==> src/rtl/lsu_pkg.sv <==
`default_nettype none

package lsu_pkg;

   // ************************************************************************
   // Widths and types
   // ************************************************************************
   localparam int DATA_W = 32;
   localparam int ECC_W  = 7;               // 6 Hamming bits + overall parity
   localparam int CODE_W = DATA_W + ECC_W;

   typedef logic [DATA_W-1:0] data_t;
   typedef logic [ECC_W-1:0]  ecc_t;
   typedef logic [CODE_W-1:0] code_t;       // {ecc, data}
   typedef logic [31:0]       addr_t;       // Byte address
   typedef logic [11:0]       offset_t;     // Immediate offset
   typedef logic [2:0]        dma_tag_t;

   // Control packet, one-hot size in by/half/word
   typedef struct packed {
      logic valid;
      logic load;
      logic store;
      logic by;
      logic half;
      logic word;
      logic unsign;                         // Zero extend on load
   } lsu_pkt_t;

   typedef struct packed {
      logic  exc_valid;
      logic  single_ecc_error;
      logic  is_load;
      logic  misaligned;                    // 0 means ECC double error
      addr_t addr;
   } lsu_error_pkt_t;

   // ************************************************************************
   // SECDED helpers
   // ************************************************************************

   // Hamming position of data bit idx, power-of-two slots hold parity
   function automatic logic [5:0] ecc_data_pos(input int unsigned idx);
      int unsigned cnt;
      logic [5:0]  pos;
      cnt = 0;
      pos = '0;
      for (int unsigned p = 1; p < CODE_W; p++) begin
         if ((p & (p - 1)) != 0) begin
            if (cnt == idx) pos = 6'(p);
            cnt++;
         end
      end
      return pos;
   endfunction

   function automatic ecc_t ecc_encode(input data_t data);
      ecc_t       ecc;
      logic [5:0] pos;
      ecc = '0;
      for (int i = 0; i < DATA_W; i++) begin
         pos = ecc_data_pos(i);
         for (int j = 0; j < ECC_W - 1; j++) begin
            if (pos[j]) ecc[j] = ecc[j] ^ data[i];   // Parity j covers pos bit j
         end
      end
      ecc[ECC_W-1] = ^{data, ecc[ECC_W-2:0]};        // Overall parity
      return ecc;
   endfunction

endpackage

`default_nettype wire
==> src/rtl/lsu.sv <==
`timescale 1ns/1ps
`default_nettype none

module lsu
   import lsu_pkg::*;
#(
   parameter int DCCM_ADDR_W = 10          // DCCM word address bits
) (
   input  logic                   clk,
   input  logic                   rst,
   input  logic                   dec_tlu_i0_kill_writeb_r,
   input  addr_t                  exu_lsu_rs1_d,
   input  data_t                  exu_lsu_rs2_d,
   input  offset_t                dec_lsu_offset_d,
   input  lsu_pkt_t               lsu_p,
   input  logic                   dec_lsu_valid_raw_d,
   output data_t                  lsu_result_m,
   output data_t                  lsu_result_corr_r,
   output logic                   lsu_load_stall_any,
   output logic                   lsu_store_stall_any,
   output logic                   lsu_idle_any,
   output logic                   lsu_active,
   output logic                   lsu_single_ecc_error_incr,
   output lsu_error_pkt_t         lsu_error_pkt_r,
   // DCCM
   output logic                   dccm_wren,
   output logic                   dccm_rden,
   output logic [DCCM_ADDR_W-1:0] dccm_wr_addr,
   output logic [DCCM_ADDR_W-1:0] dccm_rd_addr,
   output code_t                  dccm_wr_data,
   input  code_t                  dccm_rd_data,
   // DMA
   input  logic                   dma_dccm_req,
   input  dma_tag_t               dma_mem_tag,
   input  addr_t                  dma_mem_addr,
   input  logic                   dma_mem_write,
   input  data_t                  dma_mem_wdata,
   output logic                   dccm_dma_rvalid,
   output logic                   dccm_dma_ecc_error,
   output dma_tag_t               dccm_dma_rtag,
   output data_t                  dccm_dma_rdata,
   output logic                   dccm_ready
);

   addr_t    lsu_addr_d, lsu_addr_m;
   lsu_pkt_t lsu_pkt_m, lsu_pkt_r;
   logic     wr_en_r;
   logic     single_err_m, double_err_m;
   logic     scrub_pend;
   logic     dma_accept;

   // Address, pipe control, error packet
   lsu_pipe_ctl u_pipe_ctl (.*);

   // DCCM ports, ECC, load data and DMA
   lsu_dccm_ctl #(
      .DCCM_ADDR_W (DCCM_ADDR_W)
   ) u_dccm_ctl (
      .lsu_acc_d (lsu_p.valid & (lsu_p.load | lsu_p.store)),
      .*
   );

endmodule

`default_nettype wire

==> src/rtl/lsu_dccm_ctl.sv <==
`timescale 1ns/1ps
`default_nettype none

module lsu_dccm_ctl
   import lsu_pkg::*;
#(
   parameter int DCCM_ADDR_W = 10
) (
   input  logic                   clk,
   input  logic                   rst,
   input  addr_t                  lsu_addr_d,
   input  logic                   lsu_acc_d,       // Valid load or store in D
   input  lsu_pkt_t               lsu_pkt_m,
   input  addr_t                  lsu_addr_m,
   input  lsu_pkt_t               lsu_pkt_r,
   input  logic                   wr_en_r,         // Store commit
   input  data_t                  exu_lsu_rs2_d,   // Store data
   input  logic                   dccm_ready,
   input  logic                   dma_dccm_req,
   input  dma_tag_t               dma_mem_tag,
   input  addr_t                  dma_mem_addr,
   input  logic                   dma_mem_write,
   input  data_t                  dma_mem_wdata,
   input  code_t                  dccm_rd_data,    // One cycle after rden
   output logic                   dccm_rden,
   output logic                   dccm_wren,
   output logic [DCCM_ADDR_W-1:0] dccm_rd_addr,
   output logic [DCCM_ADDR_W-1:0] dccm_wr_addr,
   output code_t                  dccm_wr_data,
   output data_t                  lsu_result_m,
   output data_t                  lsu_result_corr_r,
   output logic                   single_err_m,
   output logic                   double_err_m,
   output logic                   scrub_pend,
   output logic                   dma_accept,
   output logic                   dccm_dma_rvalid,
   output logic                   dccm_dma_ecc_error,
   output dma_tag_t               dccm_dma_rtag,
   output data_t                  dccm_dma_rdata
);

   logic                   dma_rd, dma_wr;
   data_t                  corr_data;
   logic                   sec, ded;
   data_t                  store_data_m, st_shift, ld_shift, merged_m;
   logic [3:0]             be_m;            // Store byte lanes
   code_t                  code_r, scrub_code;
   logic [DCCM_ADDR_W-1:0] waddr_r, scrub_addr;
   logic                   ld_single_r;

   // ************************************************************************
   // Port arbitration
   // ************************************************************************
   assign dma_accept = dma_dccm_req & dccm_ready;
   assign dma_rd     = dma_accept & ~dma_mem_write;
   assign dma_wr     = dma_accept & dma_mem_write;

   assign dccm_rden    = lsu_acc_d | dma_rd;          // Every store reads too
   assign dccm_rd_addr = dma_rd ? dma_mem_addr[DCCM_ADDR_W+1:2] : lsu_addr_d[DCCM_ADDR_W+1:2];

   // Scrub first, then committed store, then DMA
   assign dccm_wren = scrub_pend | wr_en_r | dma_wr;
   always_comb begin
      if (scrub_pend) begin
         dccm_wr_addr = scrub_addr;
         dccm_wr_data = scrub_code;
      end else if (wr_en_r) begin
         dccm_wr_addr = waddr_r;
         dccm_wr_data = code_r;
      end else begin
         dccm_wr_addr = dma_mem_addr[DCCM_ADDR_W+1:2];
         dccm_wr_data = {ecc_encode(dma_mem_wdata), dma_mem_wdata};
      end
   end

   // ************************************************************************
   // M stage, check, extract, merge
   // ************************************************************************
   lsu_ecc_check u_ecc_check (
      .code_in    (dccm_rd_data),
      .data_out   (corr_data),
      .single_err (sec),
      .double_err (ded)
   );

   assign single_err_m = lsu_pkt_m.valid & sec;
   assign double_err_m = lsu_pkt_m.valid & ded;

   assign ld_shift = corr_data >> {lsu_addr_m[1:0], 3'b000};
   always_comb begin
      if (lsu_pkt_m.by)
         lsu_result_m = {{24{~lsu_pkt_m.unsign & ld_shift[7]}}, ld_shift[7:0]};
      else if (lsu_pkt_m.half)
         lsu_result_m = {{16{~lsu_pkt_m.unsign & ld_shift[15]}}, ld_shift[15:0]};
      else
         lsu_result_m = ld_shift;
   end

   // Loads get no lanes, so merged_m is the corrected word for scrub
   assign be_m = {4{lsu_pkt_m.store}} &
                 ((lsu_pkt_m.by ? 4'b0001 : lsu_pkt_m.half ? 4'b0011 : 4'b1111) << lsu_addr_m[1:0]);
   assign st_shift = store_data_m << {lsu_addr_m[1:0], 3'b000};
   always_comb begin
      for (int i = 0; i < 4; i++) begin
         merged_m[8*i +: 8] = be_m[i] ? st_shift[8*i +: 8] : corr_data[8*i +: 8];
      end
   end

   // ************************************************************************
   // Stage registers
   // ************************************************************************
   always_ff @(posedge clk) begin
      store_data_m      <= exu_lsu_rs2_d;
      code_r            <= {ecc_encode(merged_m), merged_m};
      waddr_r           <= lsu_addr_m[DCCM_ADDR_W+1:2];
      ld_single_r       <= lsu_pkt_m.load & single_err_m;
      lsu_result_corr_r <= lsu_result_m;
      scrub_code        <= code_r;        // Hold past R, M moves on
      scrub_addr        <= waddr_r;
      dccm_dma_rtag     <= dma_mem_tag;
   end

   always_ff @(posedge clk) begin
      if (rst) begin
         scrub_pend      <= 1'b0;
         dccm_dma_rvalid <= 1'b0;
      end else begin
         scrub_pend      <= lsu_pkt_r.valid & lsu_pkt_r.load & ld_single_r;
         dccm_dma_rvalid <= dma_rd;
      end
   end

   // DMA data returns with its read word
   assign dccm_dma_rdata     = corr_data;
   assign dccm_dma_ecc_error = dccm_dma_rvalid & ded;

endmodule

`default_nettype wire

==> src/rtl/lsu_pipe_ctl.sv <==
`timescale 1ns/1ps
`default_nettype none

module lsu_pipe_ctl
   import lsu_pkg::*;
(
   input  logic           clk,
   input  logic           rst,
   input  lsu_pkt_t       lsu_p,                    // D-stage packet
   input  addr_t          exu_lsu_rs1_d,            // Base register
   input  offset_t        dec_lsu_offset_d,         // Immediate
   input  logic           dec_lsu_valid_raw_d,      // Raw decode valid
   input  logic           dec_tlu_i0_kill_writeb_r, // Kill store in R
   input  logic           single_err_m,             // ECC flags of M-stage read
   input  logic           double_err_m,
   input  logic           scrub_pend,               // Scrub write this cycle
   input  logic           dma_accept,               // DMA took the DCCM
   output addr_t          lsu_addr_d,
   output lsu_pkt_t       lsu_pkt_m,
   output addr_t          lsu_addr_m,
   output lsu_pkt_t       lsu_pkt_r,
   output logic           wr_en_r,                  // Store commit write
   output lsu_error_pkt_t lsu_error_pkt_r,
   output logic           lsu_single_ecc_error_incr,
   output logic           lsu_load_stall_any,
   output logic           lsu_store_stall_any,
   output logic           lsu_idle_any,
   output logic           lsu_active,
   output logic           dccm_ready                // Ready for DMA
);

   logic  misalign_d, misalign_m, misalign_r;
   addr_t lsu_addr_r;
   logic  single_r, double_r;
   logic  store_inflight;
   logic  ld_sec_m;
   logic  exc_r;

   // ************************************************************************
   // D stage
   // ************************************************************************
   assign lsu_addr_d = exu_lsu_rs1_d + {{20{dec_lsu_offset_d[11]}}, dec_lsu_offset_d};

   assign misalign_d = lsu_p.valid &
                       ((lsu_p.half & lsu_addr_d[0]) | (lsu_p.word & (|lsu_addr_d[1:0])));

   // ************************************************************************
   // Pipeline registers
   // ************************************************************************
   always_ff @(posedge clk) begin
      if (rst) begin
         lsu_pkt_m <= '0;
         lsu_pkt_r <= '0;
      end else begin
         lsu_pkt_m <= lsu_p;      // Bubble when lsu_p.valid low
         lsu_pkt_r <= lsu_pkt_m;
      end
   end

   // Payload, qualified by the packet valids
   always_ff @(posedge clk) begin
      lsu_addr_m <= lsu_addr_d;
      misalign_m <= misalign_d;
      lsu_addr_r <= lsu_addr_m;
      misalign_r <= misalign_m;
      single_r   <= single_err_m;
      double_r   <= double_err_m;
   end

   // ************************************************************************
   // R stage, exceptions and store commit
   // ************************************************************************
   assign exc_r = lsu_pkt_r.valid & (misalign_r | (lsu_pkt_r.load & double_r));

   always_comb begin
      lsu_error_pkt_r.exc_valid        = exc_r;
      lsu_error_pkt_r.single_ecc_error = lsu_pkt_r.valid & lsu_pkt_r.load & single_r & ~exc_r;
      lsu_error_pkt_r.is_load          = lsu_pkt_r.load;
      lsu_error_pkt_r.misaligned       = misalign_r;    // Else double ECC
      lsu_error_pkt_r.addr             = lsu_addr_r;
   end

   assign wr_en_r = lsu_pkt_r.valid & lsu_pkt_r.store & ~dec_tlu_i0_kill_writeb_r & ~exc_r;

   // Counter pulse, scrub follows next cycle
   assign lsu_single_ecc_error_incr = lsu_pkt_r.valid & lsu_pkt_r.load & single_r;

   // ************************************************************************
   // Stalls and status
   // ************************************************************************
   assign store_inflight = (lsu_pkt_m.valid & lsu_pkt_m.store) |
                           (lsu_pkt_r.valid & lsu_pkt_r.store);

   // Load in M about to scrub, keeps a new store out of the scrub write slot
   assign ld_sec_m = lsu_pkt_m.load & single_err_m;

   assign lsu_load_stall_any  = store_inflight | scrub_pend;
   assign lsu_store_stall_any = store_inflight | scrub_pend | ld_sec_m;

   assign lsu_idle_any = ~(lsu_pkt_m.valid | lsu_pkt_r.valid | scrub_pend);
   assign lsu_active   = lsu_pkt_m.valid | lsu_pkt_r.valid | scrub_pend | dma_accept;

   // DMA kept off while decode has an LSU op or a write is coming
   assign dccm_ready = ~(dec_lsu_valid_raw_d | store_inflight | scrub_pend);

endmodule

`default_nettype wire

==> src/rtl/lsu_ecc_check.sv <==
`timescale 1ns/1ps
`default_nettype none

module lsu_ecc_check
   import lsu_pkg::*;
(
   input  code_t code_in,     // Raw DCCM word
   output data_t data_out,    // Corrected data
   output logic  single_err,  // Correctable, data or check bit
   output logic  double_err   // Uncorrectable
);

   // ************************************************************************
   // Syndrome
   // ************************************************************************
   data_t      data_raw;
   ecc_t       ecc_raw;
   ecc_t       ecc_calc;
   logic [5:0] syndrome;
   logic       parity_odd;

   assign {ecc_raw, data_raw} = code_in;
   assign ecc_calc = ecc_encode(data_raw);                // Recompute from data
   assign syndrome = ecc_calc[5:0] ^ ecc_raw[5:0];       // Position of flipped bit

   // Overall parity of the whole stored word, rebuilt from the recomputed bits
   assign parity_odd = ecc_calc[6] ^ ecc_raw[6] ^ (^syndrome);

   // ************************************************************************
   // Correction
   // ************************************************************************
   always_comb begin
      data_out = data_raw;
      if (parity_odd) begin
         // Only flip when syndrome lands on a data slot
         for (int i = 0; i < DATA_W; i++) begin
            if (syndrome == ecc_data_pos(i)) data_out[i] = ~data_raw[i];
         end
      end
   end

   // Odd parity means one bit flipped
   // zero syndrome then points at the overall parity bit itself
   assign single_err = parity_odd;

   // Even parity with a syndrome means two bits flipped
   assign double_err = ~parity_odd & (syndrome != 6'd0);

endmodule

`default_nettype wire

==> config.mk <==
export PLATFORM = sky130hd
export DESIGN_NAME = lsu
export DESIGN_NICKNAME = d
export VERILOG_FILES = /design/src/rtl/lsu_pkg.sv /design/src/rtl/lsu.sv /design/src/rtl/lsu_dccm_ctl.sv /design/src/rtl/lsu_pipe_ctl.sv /design/src/rtl/lsu_ecc_check.sv
export SDC_FILE = /design/constraint.sdc
export NUM_CORES = 1
export LEC_CHECK = 0
export ABC_AREA = 1
export BUFFER_PORTS_ARGS = -buffer_cell sky130_fd_sc_hd__buf_2
export CORE_MARGIN = 3
export CORE_UTILIZATION = 48
export DETAILED_ROUTE_END_ITERATION = 12
export PLACE_DENSITY = 0.77
export SKIP_CTS_REPAIR_TIMING = 1
export SYNTH_ARGS = -nofsm -noshare
export SYNTH_HDL_FRONTEND = slang
export SYNTH_SLANG_ARGS = --single-unit
export TNS_END_PERCENT = 1
==> constraint.sdc <==
create_clock -name clk -period 5.6 [get_ports clk]
set_input_delay 0.84 -clock clk [delete_from_list [all_inputs] [get_ports clk]]
set_output_delay 0.84 -clock clk [all_outputs]
set_load 0.02 [all_outputs]
* After elaboration in Yosys (flattened, before gate mapping)
Index checks and enable logic that the tools add are counted.
Operators by class: add/subtract/negate cells 61, equality and inequality tests 1954, shift-type cells 3, mux-type cells 2795, bitwise gates (word level) 435, reduce and logical (&&, ||, !) cells 68
Operators with widths (number):
- equality test 32 x 5 -> 1 bit (second input constant) | 992
- equality test 32 x 4 -> 1 bit (second input constant) | 496
- two-way mux 6 bit | 1527
- equality test 32 x 3 -> 1 bit (second input constant) | 248
- equality test 32 x 2 -> 1 bit (second input constant) | 124
- two-way mux 32 bit | 96
- equality test 32 x 1 -> 1 bit (second input constant) | 62
- zero test 32 bit | 62
- adder 32 x 1 -> 32 bit (second input constant) | 60
- two-way mux 5 bit | 270
- two-way mux 4 bit | 158
- two-way mux 1 bit | 608
- two-way mux 3 bit | 127
- bitwise XOR 1 bit | 356
- equality test 6 bit | 32
- XOR reduction 38 bit | 3
- two-way mux 39 bit | 2
- NOT 1 bit | 39
- adder 32 bit | 1
- two-way mux 8 bit | 4
- left shift 32 x 5 -> 32 bit | 1
- >> shifter 32 x 5 -> 32 bit | 1
- two-way mux 10 bit | 3
- bitwise AND 1 bit | 24
- 7 further kinds | 20
Word-level totals: register bits 245, output and inout bits 204, word-level logic and storage cells 5341

* Logic depth before layout (Yosys ltp)
Gate-level depths: netlist of the first run.
depth in word-level cells 231, gate-level depth with buffers 48, mapped depth without buffers 47

* By module
A second synthesis of the first run with hierarchy kept.
Second synthesis, totals: cells, all modules 2634, area, all modules 16365.7 sq um
Modules (own cells, without submodules):
- lsu_dccm_ctl | times used 1, cells each 1395, area each 9230.1 sq um
- lsu_pipe_ctl | times used 1, cells each 639, area each 4256.6 sq um
- lsu_ecc_check | times used 1, cells each 597, area each 2867.8 sq um
- lsu | times used 1, cells each 3, area each 11.3 sq um

* Worst setup path before layout of the first run
No wires, ideal clock.
path type input to output, from in dccm_rd_data[24], to out lsu_result_m[16], arrival 4.933 ns, data required time 4.760 ns, setup slack -0.173 ns, stages 30, path buffers 3, path through buf_4 xnor2_2 nand2_1 nand2_1 nand3_1 nand2_1 nand2_1 nand2_1 xor2_1 inv_1 ha_1 xnor2_1 xnor2_1 nand3b_1 nand2_1 nand2_1 inv_1 nor2_2 nand3_4 buf_4 nand3_1 nand2_1 inv_1 nand2_1 o21ai_0 inv_1 o22ai_1 nand3_1 clkbuf_1 nand2_1
Between the ends: word-level cells in the longest chain between the ends 13, elaborated cells between the ends (all ways) 42, classes of those cells 8 x eq/ne; 1 x shift; 11 x mux; 20 x bitwise; 2 x reduce/logical
Ends and longest elaborated chain:
- from (decl) | line lsu.sv:31 | input code_t dccm_rd_data,
- bitwise XOR 1 bit (5 in a row) | line lsu_pkg.sv:64 | if (pos[j]) ecc[j] = ecc[j] ^ data[i];
- XOR reduction 38 bit / bitwise XOR 6 bit (equally long branches) | line lsu_pkg.sv:67, lsu_ecc_check.sv:24
- bitwise XOR 1 bit, or another cell as far along | line lsu_ecc_check.sv:27 | assign parity_odd = ecc_calc[6] ^ ecc_raw[6] ^ (^syndrome);
- bitwise XOR 1 bit / two-way mux 1 bit (equally long branches) | line lsu_ecc_check.sv:27, lsu_ecc_check.sv:37
- two-way mux 32 bit (*) | line lsu_ecc_check.sv:34 | if (parity_odd) begin
- net dccm_dma_rdata[23] | line lsu.sv:41 | output data_t dccm_dma_rdata,
- >> shifter 32 x 5 -> 32 bit (*) | line lsu_dccm_ctl.sv:89 | assign ld_shift = corr_data >> {lsu_addr_m[1:0], 3'b000};
- bitwise AND 1 bit | line lsu_dccm_ctl.sv:94 | lsu_result_m = {{16{~lsu_pkt_m.unsign & ld_shift[15]}}, ld_shift[15:0]};
- two-way mux 32 bit | line lsu_dccm_ctl.sv:93 | else if (lsu_pkt_m.half)
- two-way mux 32 bit (*) | line lsu_dccm_ctl.sv:91 | if (lsu_pkt_m.by)
- to (decl) | line lsu.sv:17 | output data_t lsu_result_m,
The timed path passes the listed nets; every way through them passes the cells marked *.

* Worst setup path in the final report of the first run
from in dccm_rd_data[19], to out lsu_result_m[26]
Between the ends: word-level cells in the longest chain between the ends 15, elaborated cells between the ends (all ways) 48, classes of those cells 8 x eq/ne; 1 x shift; 11 x mux; 26 x bitwise; 2 x reduce/logical
Ends and longest elaborated chain (line):
- bitwise XOR 1 bit (7 in a row) | lsu_pkg.sv:64
- XOR reduction 38 bit / bitwise XOR 6 bit (equally long branches) | lsu_pkg.sv:67, lsu_ecc_check.sv:24
- bitwise XOR 1 bit, or another cell as far along | lsu_ecc_check.sv:27
- bitwise XOR 1 bit / two-way mux 1 bit (equally long branches) | lsu_ecc_check.sv:27, lsu_ecc_check.sv:37
- two-way mux 32 bit (*) | lsu_ecc_check.sv:34
- >> shifter 32 x 5 -> 32 bit (*) | lsu_dccm_ctl.sv:89
- bitwise AND 1 bit | lsu_dccm_ctl.sv:94
- two-way mux 32 bit | lsu_dccm_ctl.sv:93
- two-way mux 32 bit (*) | lsu_dccm_ctl.sv:91
Every way passes the cells marked *; elsewhere a longest branch is shown, timed or not.

==> metrics.cfg, run 1 <==
[detailed_routing]
drtAntennaViolNets=0
routedWlPerCell_um=17.9
vias=16100
finalWirelength_mm=55.3
viasPerCell=5.19
drtPass1Iterations=6
drt-initial-drc-count=1195
drc=0

[global_route]
grt_max_degree=92
gr-total-overflow=0
grt_use_met3=0.0458
grt_pass1_vias=14500
grt_pass1_wl_mm=78.0
grt_usage=0.314
grt_use_met1=0.403
grt.busiest_layer=met2
grt_antenna_before_repair=0
met2_usage=0.534

[die]
core_um2=28900
row_count=62
dieWidth_um=178
initial_core_util=0.491
fp.dieH_um=178
die-area_um2=31700
ios=399

[sta]
finalMaxSlewViolations=0
hold_viol=0
finalCriticalPeriod_ps=5810
worst_slew_pin_slew_ps=953
post-route-period-util=1.04
fmax_mhz=172
rsz0062_at_grt=true
timing.final.ws_setup_ps=-207
setup_viol=26
clock_skew_ps=13.8
maxSlewHeadroom=0.358

[clock_tree]
cts_made_buffers=23
htreeDepth=1
clockBufferDepth=3
cts_sinks=235
clkTransAtPathRegs_ps=70
cts_tree=yes
cts_root_buf=clkbuf_16
clk_latency_ps=540

[worst_setup_path]
path_class=in -> out
slowest_stage=ha_4
cp-start-kind=input port
cpMostUsedCell=nand2_2
worst_ep_required_time_ps=4760
cp-end-kind=output pin
path_max_fanout=8
reg2reg_slack_ps=1350
arrival_ps=4970
max_stage_delay_ps=260

[synth]
yosys_warnings=0
ys_ff_latch=235
syn-instance-count=2112
syn_area_um2=14200
avgSynthCellArea_um2=6.73
synth_cell_types=53
synth_fp_nets=2350
synthFlopType=dfxtp_1
seq_area_frac_synth=0.331
synth-edff-count=0
async_flop_share=0

[finish]
layout_commonest_cell=nand2_1
stdcell_count=3094
nFillCells=2408
areaGrowthSynthToFinish_pct=40.9
fin_nets=2930
layout-drive-gt1-share=0.353
mostFrequentLayoutCells=705 x nand2_1, 336 x buf_2, 254 x buf_4

[min_path]
min-delay-path-class=reg -> reg

[placed_design]
gp_congestion=1.00
port_buffers=376
dp_cells=3030
dp_hpwl_mm=43.2

[run_status]
status=complete, but fails checks
violations=setup timing

[flow_run]
drv_cap=0

cells by family after synthesis:
family	synth area share
AOI/OAI and AO/OA	0.0862
xor gates and xnor gates	0.112
adders and majority gates	0.0384
buffers and inverters	0.0766
DFF	0.331
muxes	0.0100
and+or+nand+nor	0.346
per-layer routing:
metal / vias to the layer above / part of all wire
li1: 7863 / -
met1: 7360 / 0.40
met2: 685 / 0.48
met3: 156 / 0.072
met4: 0 / 0.045
met5: - / 0
worst max-delay path: cells and delay by family:
kind	cells	cell delay, ps
and+or+nand+nor	18	1900
buffers and inverters	6	740
xor gates and xnor gates	4	700
AOI/OAI and AO/OA	4	520
adders and majority gates	1	260
path summary, 6_finish.rpt:
| path | startpoint | end | cells after the start |
|---|---|---|---|
| max | dccm_rd_data[19] | lsu_result_m[26] | 33 |
| min | u_pipe_ctl.lsu_addr_m[20] | u_pipe_ctl.lsu_addr_r[20] | 0 |
| max reg2reg | u_pipe_ctl.lsu_addr_m[1] | u_dccm_ctl.code_r[38] | 22 |
| min reg2reg | u_pipe_ctl.lsu_addr_m[20] | u_pipe_ctl.lsu_addr_r[20] | 0 |
flip-flops by register name (all words and copies together), names as in the netlist, 2 cells and up:
signal	flops
u_pipe_ctl.lsu_pkt_m	6
u_dccm_ctl.lsu_result_corr_r	32
u_dccm_ctl.store_data_m	32
u_pipe_ctl.lsu_addr_r	32
u_pipe_ctl.lsu_pkt_r	2
u_dccm_ctl.scrub_code	39
u_pipe_ctl.lsu_addr_m	32
u_dccm_ctl.dccm_dma_rtag	3
u_dccm_ctl.code_r	39
u_dccm_ctl.scrub_addr	10
per-stage QoR:
| stage | TNS (ps) | hold WS, ps | setup slack [ps] | area (um^2) | utilization |
|---|---|---|---|---|---|
| floorplan | 0 | 310 | 7.23 | 14200 | - |
| global placement | -8460 | 310 | -307 | 18000 | 0.623 |
| detailed placement | -10850 | 312 | -399 | 18000 | 0.623 |
| CTS | -10850 | 327 | -420 | 18800 | 0.651 |
| global route | -8970 | 330 | -370 | 20000 | 0.692 |
| finish | -3690 | 327 | -207 | 20000 | 0.692 |
synthesized netlist by cell type, drive strengths merged, types with 3 or more instances:
master,n,area share
a21o,3,0.0016
a21oi,41,0.014
a22oi,3,0.0016
a31oi,45,0.020
buf,32,0.016
clkbuf,49,0.013
clkinv,3,0.00088
dfxtp,235,0.33
ha,42,0.037
inv,178,0.047
mux2,10,0.0079
mux2i,3,0.0021
nand2,839,0.23
nand3,160,0.059
nand3b,11,0.0058
nand4,15,0.0066
nor2,122,0.033
nor3,5,0.0018
o211ai,13,0.0069
o21ai,81,0.029
o221ai,4,0.0025
o22ai,10,0.0044
or2,17,0.0075
xnor2,70,0.045
xor2,108,0.067
final cells by class:
cell class / count / area [um^2] / share of cell area
Multi-Input combinational cell: 1615 / 9100 / 0.454
Sequential cell: 235 / 4700 / 0.235
Timing Repair Buffer: 636 / 4220 / 0.211
Inverter: 181 / 699 / 0.0349
Clock buffer: 29 / 628 / 0.0313
Tap cell: 384 / 480 / 0.0240
Clock inverter: 12 / 193 / 0.00962
Antenna cell: 2 / 5.00 / 0.000250
Power of run 1 is not shown: default switching activity piles up to over one toggle a cycle in this logic, so the estimate is an artifact.
==> run 2, diff against run 1 <==
--- a/config.mk
+++ b/config.mk
@@ -5,12 +5,11 @@
 export SDC_FILE = /design/constraint.sdc
 export NUM_CORES = 1
 export LEC_CHECK = 0
-export ABC_AREA = 1
 export BUFFER_PORTS_ARGS = -buffer_cell sky130_fd_sc_hd__buf_2
 export CORE_MARGIN = 3
-export CORE_UTILIZATION = 48
+export CORE_UTILIZATION = 46
 export DETAILED_ROUTE_END_ITERATION = 12
-export PLACE_DENSITY = 0.77
+export PLACE_DENSITY_LB_ADDON = 0.12
 export SKIP_CTS_REPAIR_TIMING = 1
 export SYNTH_ARGS = -nofsm -noshare
 export SYNTH_HDL_FRONTEND = slang
==> constraint.sdc (replaced) <==
create_clock -name clk -period 5.6 [get_ports clk]
set_input_delay 1.4 -clock clk [delete_from_list [all_inputs] [get_ports clk]]
set_output_delay 1.4 -clock clk [all_outputs]
set_load 0.02 [all_outputs]
==> metrics.cfg, run 2 <==
[run_status]
status=complete, but fails checks  ; unchanged
violations=setup timing  ; unchanged

[detailed_routing]
drt-initial-drc-count=727  ; was 1195
routedWlPerCell_um=18.2  ; was 17.9 um
finalWirelength_mm=38.1  ; was 55.3 mm
viasPerCell=5.01  ; was 5.19
drc=0  ; unchanged
vias=10500  ; was 16100
drtAntennaViolNets=0  ; unchanged
drtPass1Iterations=5  ; was 6

[synth]
yosys.area_share.simple=0.0894  ; was 0.346
synthTopCellsByArea=dfxtp_1 41%, xnor2_1 15%, mux2i_1 6.0%  ; was dfxtp_1 33%, nand2_1 21%, xor2_1 6.6%
synth-edff-count=0  ; unchanged
synth_fa_ha_area_frac=0.0476  ; was 0.0384
synth_cell_types=63  ; was 53
avgSynthCellArea_um2=9.56  ; was 6.73 um^2
synth-compound-area-share=0.123  ; was 0.0862
yosysMostFrequentCell=dfxtp_1  ; was nand2_1
syn-instance-count=1198  ; was 2112
yosys.area.top_type=dfxtp_1  ; unchanged
synth_xor_area_frac=0.210  ; was 0.112
netlist_top_cells_count=235 x dfxtp_1, 196 x xnor2_1, 104 x o21ai_0, 86 x nand2_1, 77 x a21oi_1  ; was 785 x nand2_1, 235 x dfxtp_1, 156 x nand3_1, 140 x inv_1, 117 x nor2_1
ys_ff_latch=235  ; unchanged
synth_fp_nets=1436  ; was 2350
synthFlopType=dfxtp_1  ; unchanged
synth_top_area_frac=0.411  ; was 0.331
async_flop_share=0  ; unchanged
yosys-mux-area-fraction=0.0839  ; was 0.0100
synth_top_family_by_area=XOR/XNOR gates  ; was simple AND/OR/NAND/NOR gates
yosys_warnings=0  ; unchanged
seq_area_frac_synth=0.411  ; was 0.331
syn_area_um2=11500  ; was 14200 um^2

[die]
row_count=57  ; was 62
die-area_um2=26800  ; was 31700 um^2
dieWidth_um=164  ; was 178 um
ios=399  ; unchanged
core_um2=24400  ; was 28900 um^2
initial_core_util=0.470  ; was 0.491
fp.dieH_um=164  ; was 178 um

[finish]
layout-drive-gt1-share=0.448  ; was 0.353
n_antenna_cell=0  ; was 2
stdcell_count=2096  ; was 3094
top_regs=u_dccm_ctl.code_r (39), u_dccm_ctl.scrub_code (39)  ; unchanged
nFillCells=1900  ; was 2408
areaGrowthSynthToFinish_pct=49.3  ; was 40.9%
fin_nets=1991  ; was 2930
multi_input_area_um2=7140  ; was 9100 um^2
mostFrequentLayoutCells=330 x buf_2, 232 x dfxtp_1, 209 x buf_4  ; was 705 x nand2_1, 336 x buf_2, 254 x buf_4
layout_commonest_cell=buf_2  ; was nand2_1
seqCellArea_um2=4710  ; was 4700 um^2

[clock_tree]
clk_latency_ps=540  ; about the same
clockBufferDepth=3  ; unchanged
clkTransAtPathRegs_ps=60  ; was 70 ps
cts_root_buf=clkbuf_16  ; unchanged
cts_tree=yes  ; unchanged
cts_made_buffers=25  ; was 23
htreeDepth=1  ; unchanged
cts_sinks=235  ; unchanged

[power]
combPwrFrac=0.595
p_int_mw=6.04
net-switching-power_mw=3.80
power_switching_share=0.386
p_per_area_nw_per_um2=575
max-vdd-ir-drop_uv=511
seqPwrFrac=0.227
leakagePower_nw=7.84
total_power_mw=9.84
pwr-share-clk=0.179

[sta]
clock_skew_ps=14.7  ; was 13.8 ps
finalMaxSlewViolations=0  ; unchanged
setup_viol=72  ; was 26
fin_setup_tns_ps=-72150  ; was -3690 ps
hold_viol=0  ; unchanged
fmax_mhz=142  ; was 172 MHz
rsz0062_at_grt=true  ; unchanged
timing.final.ws_setup_ps=-1470  ; was -207 ps
post-route-period-util=1.26  ; was 1.04
finalCriticalPeriod_ps=7070  ; was 5810 ps
maxSlewHeadroom=0.113  ; was 0.358
worst_slew_pin_slew_ps=1320  ; was 953 ps
worst_hold_slack_ps=323  ; was 327 ps

[worst_setup_path]
cp-end-kind=output pin  ; unchanged
rr_endpoint=u_dccm_ctl.code_r[38]  ; unchanged
crit_end=lsu_result_m[30]  ; was lsu_result_m[26]
reg2reg_slack_ps=2050  ; was 1350 ps
path_class=in -> out  ; unchanged
cp-start-kind=input port  ; unchanged
worst_ep_required_time_ps=4200  ; was 4760 ps
arrival_ps=5670  ; was 4970 ps
rr_worst_depth=10  ; was 22
startpoint=dccm_rd_data[22]  ; was dccm_rd_data[19]
reg2reg_from=u_pipe_ctl.lsu_addr_m[0]  ; was u_pipe_ctl.lsu_addr_m[1]
path_max_fanout=8  ; unchanged

[min_path]
min-delay-path-class=reg -> reg  ; unchanged

[global_route]
gr-total-overflow=0  ; unchanged
grt_antenna_before_repair=2  ; was 0
grt_pass1_vias=9917  ; was 14500
grt_usage=0.260  ; was 0.314
grt_pass1_wl_mm=54.7  ; was 78.0 mm
grt_max_degree=101  ; was 92

[placed_design]
dp_hpwl_mm=29.9  ; was 43.2 mm
dp_cells=2040  ; was 3030
gp_congestion=0.943  ; was 1.00
port_buffers=376  ; unchanged

[flow_run]
drv_cap=0  ; unchanged

==> run 2: changes by cell type after synthesis, sizes merged, moves of 56 or more <==
cell	change
inv	-134
nor2	-65
nand3	-129
nand2	-753
mux2i	+67
xnor2	+131
xor2	-56
==> run 2: final cells by class <==
type,instances,share of cell area
Clock buffer,28,0.0390
Clock inverter,18,0.0137
Inverter,45,0.00988
Multi-Input combinational cell,863,0.418
Sequential cell,235,0.275
Tap cell,324,0.0237
Timing Repair Buffer,583,0.221
==> run 2: power groups by stage <==
stage               combinational [mW]  clock (mW)  sequential, mW
floorplan                         3.05           0            2.36
global placement                  5.19           0            2.25
detailed placement                5.26           0            2.26
CTS                               5.28        1.80            2.23
global route                      6.18        1.86            2.26
finish                            5.85        1.76            2.23
==> run 2: worst max-delay path, cell delays in order <==
cell       delay [ps]
buf_2             120
xor2_2            190
xnor2_2           150
xnor3_1           450
xnor2_2           170
xor2_1            250
ha_1              290
xor2_1            180
xnor2_1           190
xnor2_1           160
xnor2_1           150
xnor3_2           290
and2_4            160
nand3_2            70
xor2_1            200
buf_4             180
nand2_2            50
o21ai_2            80
o21ai_2            70
and3b_2           270
clkbuf_16         180
a21oi_2           170
o21ai_2           100
buf_6             150
==> run 2: worst min-delay path by stage <==
stage | startpoint | end | slack [ps] | depth (start not counted)
2_1_floorplan | u_pipe_ctl.lsu_addr_m[10] | u_pipe_ctl.lsu_addr_r[10] | 310 | 0
3_3_place_gp | u_pipe_ctl.lsu_addr_m[10] | u_pipe_ctl.lsu_addr_r[10] | 310 | 0
6_report | u_pipe_ctl.lsu_addr_m[17] | u_pipe_ctl.lsu_addr_r[17] | 320 | 0
4_1_cts | u_pipe_ctl.lsu_addr_m[7] | u_pipe_ctl.lsu_addr_r[7] | 330 | 0
5_1_grt | u_pipe_ctl.lsu_addr_m[20] | u_pipe_ctl.lsu_addr_r[20] | 330 | 0
3_5_place_dp | u_pipe_ctl.lsu_addr_m[22] | u_pipe_ctl.lsu_addr_r[22] | 310 | 0
==> run 2: per-stage QoR <==
step                       util  setup slack [ps]  cell area [um^2]
final                     0.701             -1470             17100
after global routing      0.701             -1650             17100
after CTS                 0.661             -1610             16100
after detailed placement  0.624             -1620             15200
after global placement    0.624             -1510             15200
after floorplan               -             -1280             11700
==> run 2: kinds of logic after synthesis <==
| group | Yosys count |
|---|---|
| AND/OR/NAND/NOR | 225 |
| adder cells (fa/ha/maj) | 43 |
| AO/OA/AOI/OAI | 244 |
| buffers and inverters | 100 |
| flip-flops | 235 |
| XOR/XNOR | 259 |
| multiplexers | 92 |
==> run 2: metal layers <==
metal / part of all wire / track usage / vias to the layer above
met4: 0.031 / 0.0700 / 4
li1: - / - / 5140
met3: 0.061 / 0.0419 / 75
met5: 0.00063 / 0 / -
met1: 0.42 / 0.339 / 4863
met2: 0.49 / 0.449 / 413
(Power assumes the default switching activity.)
==> run 3, diff against run 2 <==
--- a/config.mk
+++ b/config.mk
@@ -5,9 +5,10 @@
 export SDC_FILE = /design/constraint.sdc
 export NUM_CORES = 1
 export LEC_CHECK = 0
+export ABC_AREA = 1
 export BUFFER_PORTS_ARGS = -buffer_cell sky130_fd_sc_hd__buf_2
 export CORE_MARGIN = 3
-export CORE_UTILIZATION = 46
+export CORE_UTILIZATION = 48
 export DETAILED_ROUTE_END_ITERATION = 12
 export PLACE_DENSITY_LB_ADDON = 0.12
 export SKIP_CTS_REPAIR_TIMING = 1
==> metrics.cfg, run 3 (same netlist as run 1, synthesis figures left out) <==
[sta]
fmax_mhz=149  ; was 142 MHz
maxSlewHeadroom=0.388  ; was 0.113
worst_hold_slack_ps=324  ; was 323 ps
clock_skew_ps=31.9  ; was 14.7 ps
finalMaxSlewViolations=0  ; unchanged
post-route-period-util=1.19  ; was 1.26
hold_viol=0  ; unchanged
timing.final.ws_setup_ps=-1090  ; was -1470 ps
setup_viol=67  ; was 72
rsz0062_at_grt=true  ; unchanged
worst_slew_pin_slew_ps=913  ; was 1320 ps
finalCriticalPeriod_ps=6690  ; was 7070 ps

[placed_design]
dp_hpwl_mm=42.7  ; was 29.9 mm
port_buffers=376  ; unchanged
post-place-ws_ps=-1250  ; was -1620 ps
dp_cells=3070  ; was 2040
gp_congestion=0.982  ; was 0.943
dpl_cell_area_um2=18400  ; was 15200 um^2

[die]
core_um2=28900  ; was 24400 um^2
ios=399  ; unchanged
fp.dieH_um=178  ; was 164 um
die-area_um2=31700  ; was 26800 um^2
dieWidth_um=178  ; was 164 um
row_count=62  ; was 57
initial_core_util=0.491  ; was 0.470

[detailed_routing]
finalWirelength_mm=53.2  ; was 38.1 mm
drtPass1Iterations=5  ; unchanged
drtAntennaViolNets=0  ; unchanged
vias=16200  ; was 10500
routedWlPerCell_um=16.9  ; was 18.2 um
drc=0  ; unchanged
viasPerCell=5.14  ; was 5.01
drt-initial-drc-count=1126  ; was 727

[global_route]
grt_antenna_before_repair=4  ; was 2
grt_usage=0.312  ; was 0.260
gr-total-overflow=0  ; unchanged
grt_pass1_wl_mm=77.9  ; was 54.7 mm
grt_max_degree=92  ; was 101
grt_pass1_vias=14600  ; was 9917

[min_path]
hold_depth=0  ; unchanged
hold_path_startpoint=u_dccm_ctl.code_r[1]  ; was u_pipe_ctl.lsu_addr_m[17]
min-delay-path-class=reg -> reg  ; unchanged
whs_endpoint=u_dccm_ctl.scrub_code[1]  ; was u_pipe_ctl.lsu_addr_r[17]

[finish]
layout-drive-gt1-share=0.372  ; was 0.448
mostFrequentLayoutCells=680 x nand2_1, 334 x buf_2, 314 x buf_4  ; was 330 x buf_2, 232 x dfxtp_1, 209 x buf_4
stdcell_count=3140  ; was 2096
areaGrowthSynthToFinish_pct=43.1  ; was 49.3%
top_regs=u_dccm_ctl.code_r (39), u_dccm_ctl.scrub_code (39)  ; unchanged
fin_nets=2973  ; was 1991
layout_commonest_cell=nand2_1  ; was buf_2
design_area_um2=20300  ; was 17100 um^2

[clock_tree]
cts_made_buffers=25  ; unchanged
clk_latency_ps=570  ; was 540 ps
htreeDepth=1  ; unchanged
cts_root_buf=clkbuf_16  ; unchanged
clkTransAtPathRegs_ps=70  ; was 60 ps
cts_sinks=235  ; unchanged
cts_tree=yes  ; unchanged
clockBufferDepth=3  ; unchanged

[worst_setup_path]
reg2reg_slack_ps=1260  ; was 2050 ps
slowest_stage=o22ai_1  ; was xnor3_1
reg2reg_from=u_pipe_ctl.lsu_addr_m[1]  ; was u_pipe_ctl.lsu_addr_m[0]
worst_ep_required_time_ps=4200  ; about the same
path_max_fanout=10  ; was 8
cpMostUsedCell=nand2_1
arrival_ps=5290  ; was 5670 ps
rr_endpoint=u_dccm_ctl.code_r[38]  ; unchanged
rr_worst_depth=22  ; was 10
cp-start-kind=input port  ; unchanged
path_class=in -> out  ; unchanged
cp-end-kind=output pin  ; unchanged
max_stage_delay_ps=310  ; was 450 ps

[run_status]
violations=setup timing  ; unchanged
status=complete, but fails checks  ; unchanged

[flow_run]
drv_cap=0  ; unchanged

run 3: changes by cell type in the layout (fill, tap and decap cells not counted), sizes merged, moves of 24 or more:
cell / delta
inv: +137
buf: +92
mux2i: -67
a31oi: +44
o21ai: -24
nand3: +129
a21oi: -37
xnor2: -131
nand2: +753
nor2: +65
xor2: +56
run 3: per-layer routing:
metal  GRT usage  up-vias  wire [um]
li1            -     7968          -
met1       0.405     7458      22100
met2       0.533      611      25300
met3      0.0524      113       4030
met4      0.0906        2       1770
met5           0        -          7
run 3: how the worst max path moves through the flow:
stage	from	to	slack (ps)	cells past startpoint
2_1_floorplan	dccm_rd_data[24]	lsu_result_m[21]	-800	33
3_3_place_gp	dccm_rd_data[2]	lsu_result_m[1]	-1170	32
3_5_place_dp	dccm_rd_data[2]	lsu_result_m[22]	-1250	36
4_1_cts	dccm_rd_data[16]	lsu_result_m[22]	-1260	36
5_1_grt	dccm_rd_data[17]	lsu_result_m[23]	-1310	38
6_report	dccm_rd_data[21]	lsu_result_m[13]	-1090	31
run 3: worst max-delay path, delay by kind of cell:
| family | cells | cell delay, ps |
|---|---|---|
| buf+inv | 8 | 1120 |
| simple gates | 19 | 1810 |
| fa+ha+maj | 1 | 240 |
| compound gates | 1 | 310 |
| xor+xnor | 2 | 390 |
run 3: cell type report:
type                    count  area (um^2)
repair buffers            677         4420
clock buffers              28          657
diodes                      2         5.00
multi-input cells        1615         9170
clock inverters            18          214
fillers                  2503         8590
flip-flops and latches    235         4710
inverters                 181          697
well taps                 384          480
run 3: through the flow:
stage	utilization	TNS, ps
detailed placement	0.636	-60050
floorplan	-	-21680
finish	0.703	-49760
CTS	0.666	-58180
global placement	0.636	-56210
global route	0.703	-62290
Power of run 3 is left out for the same reason.
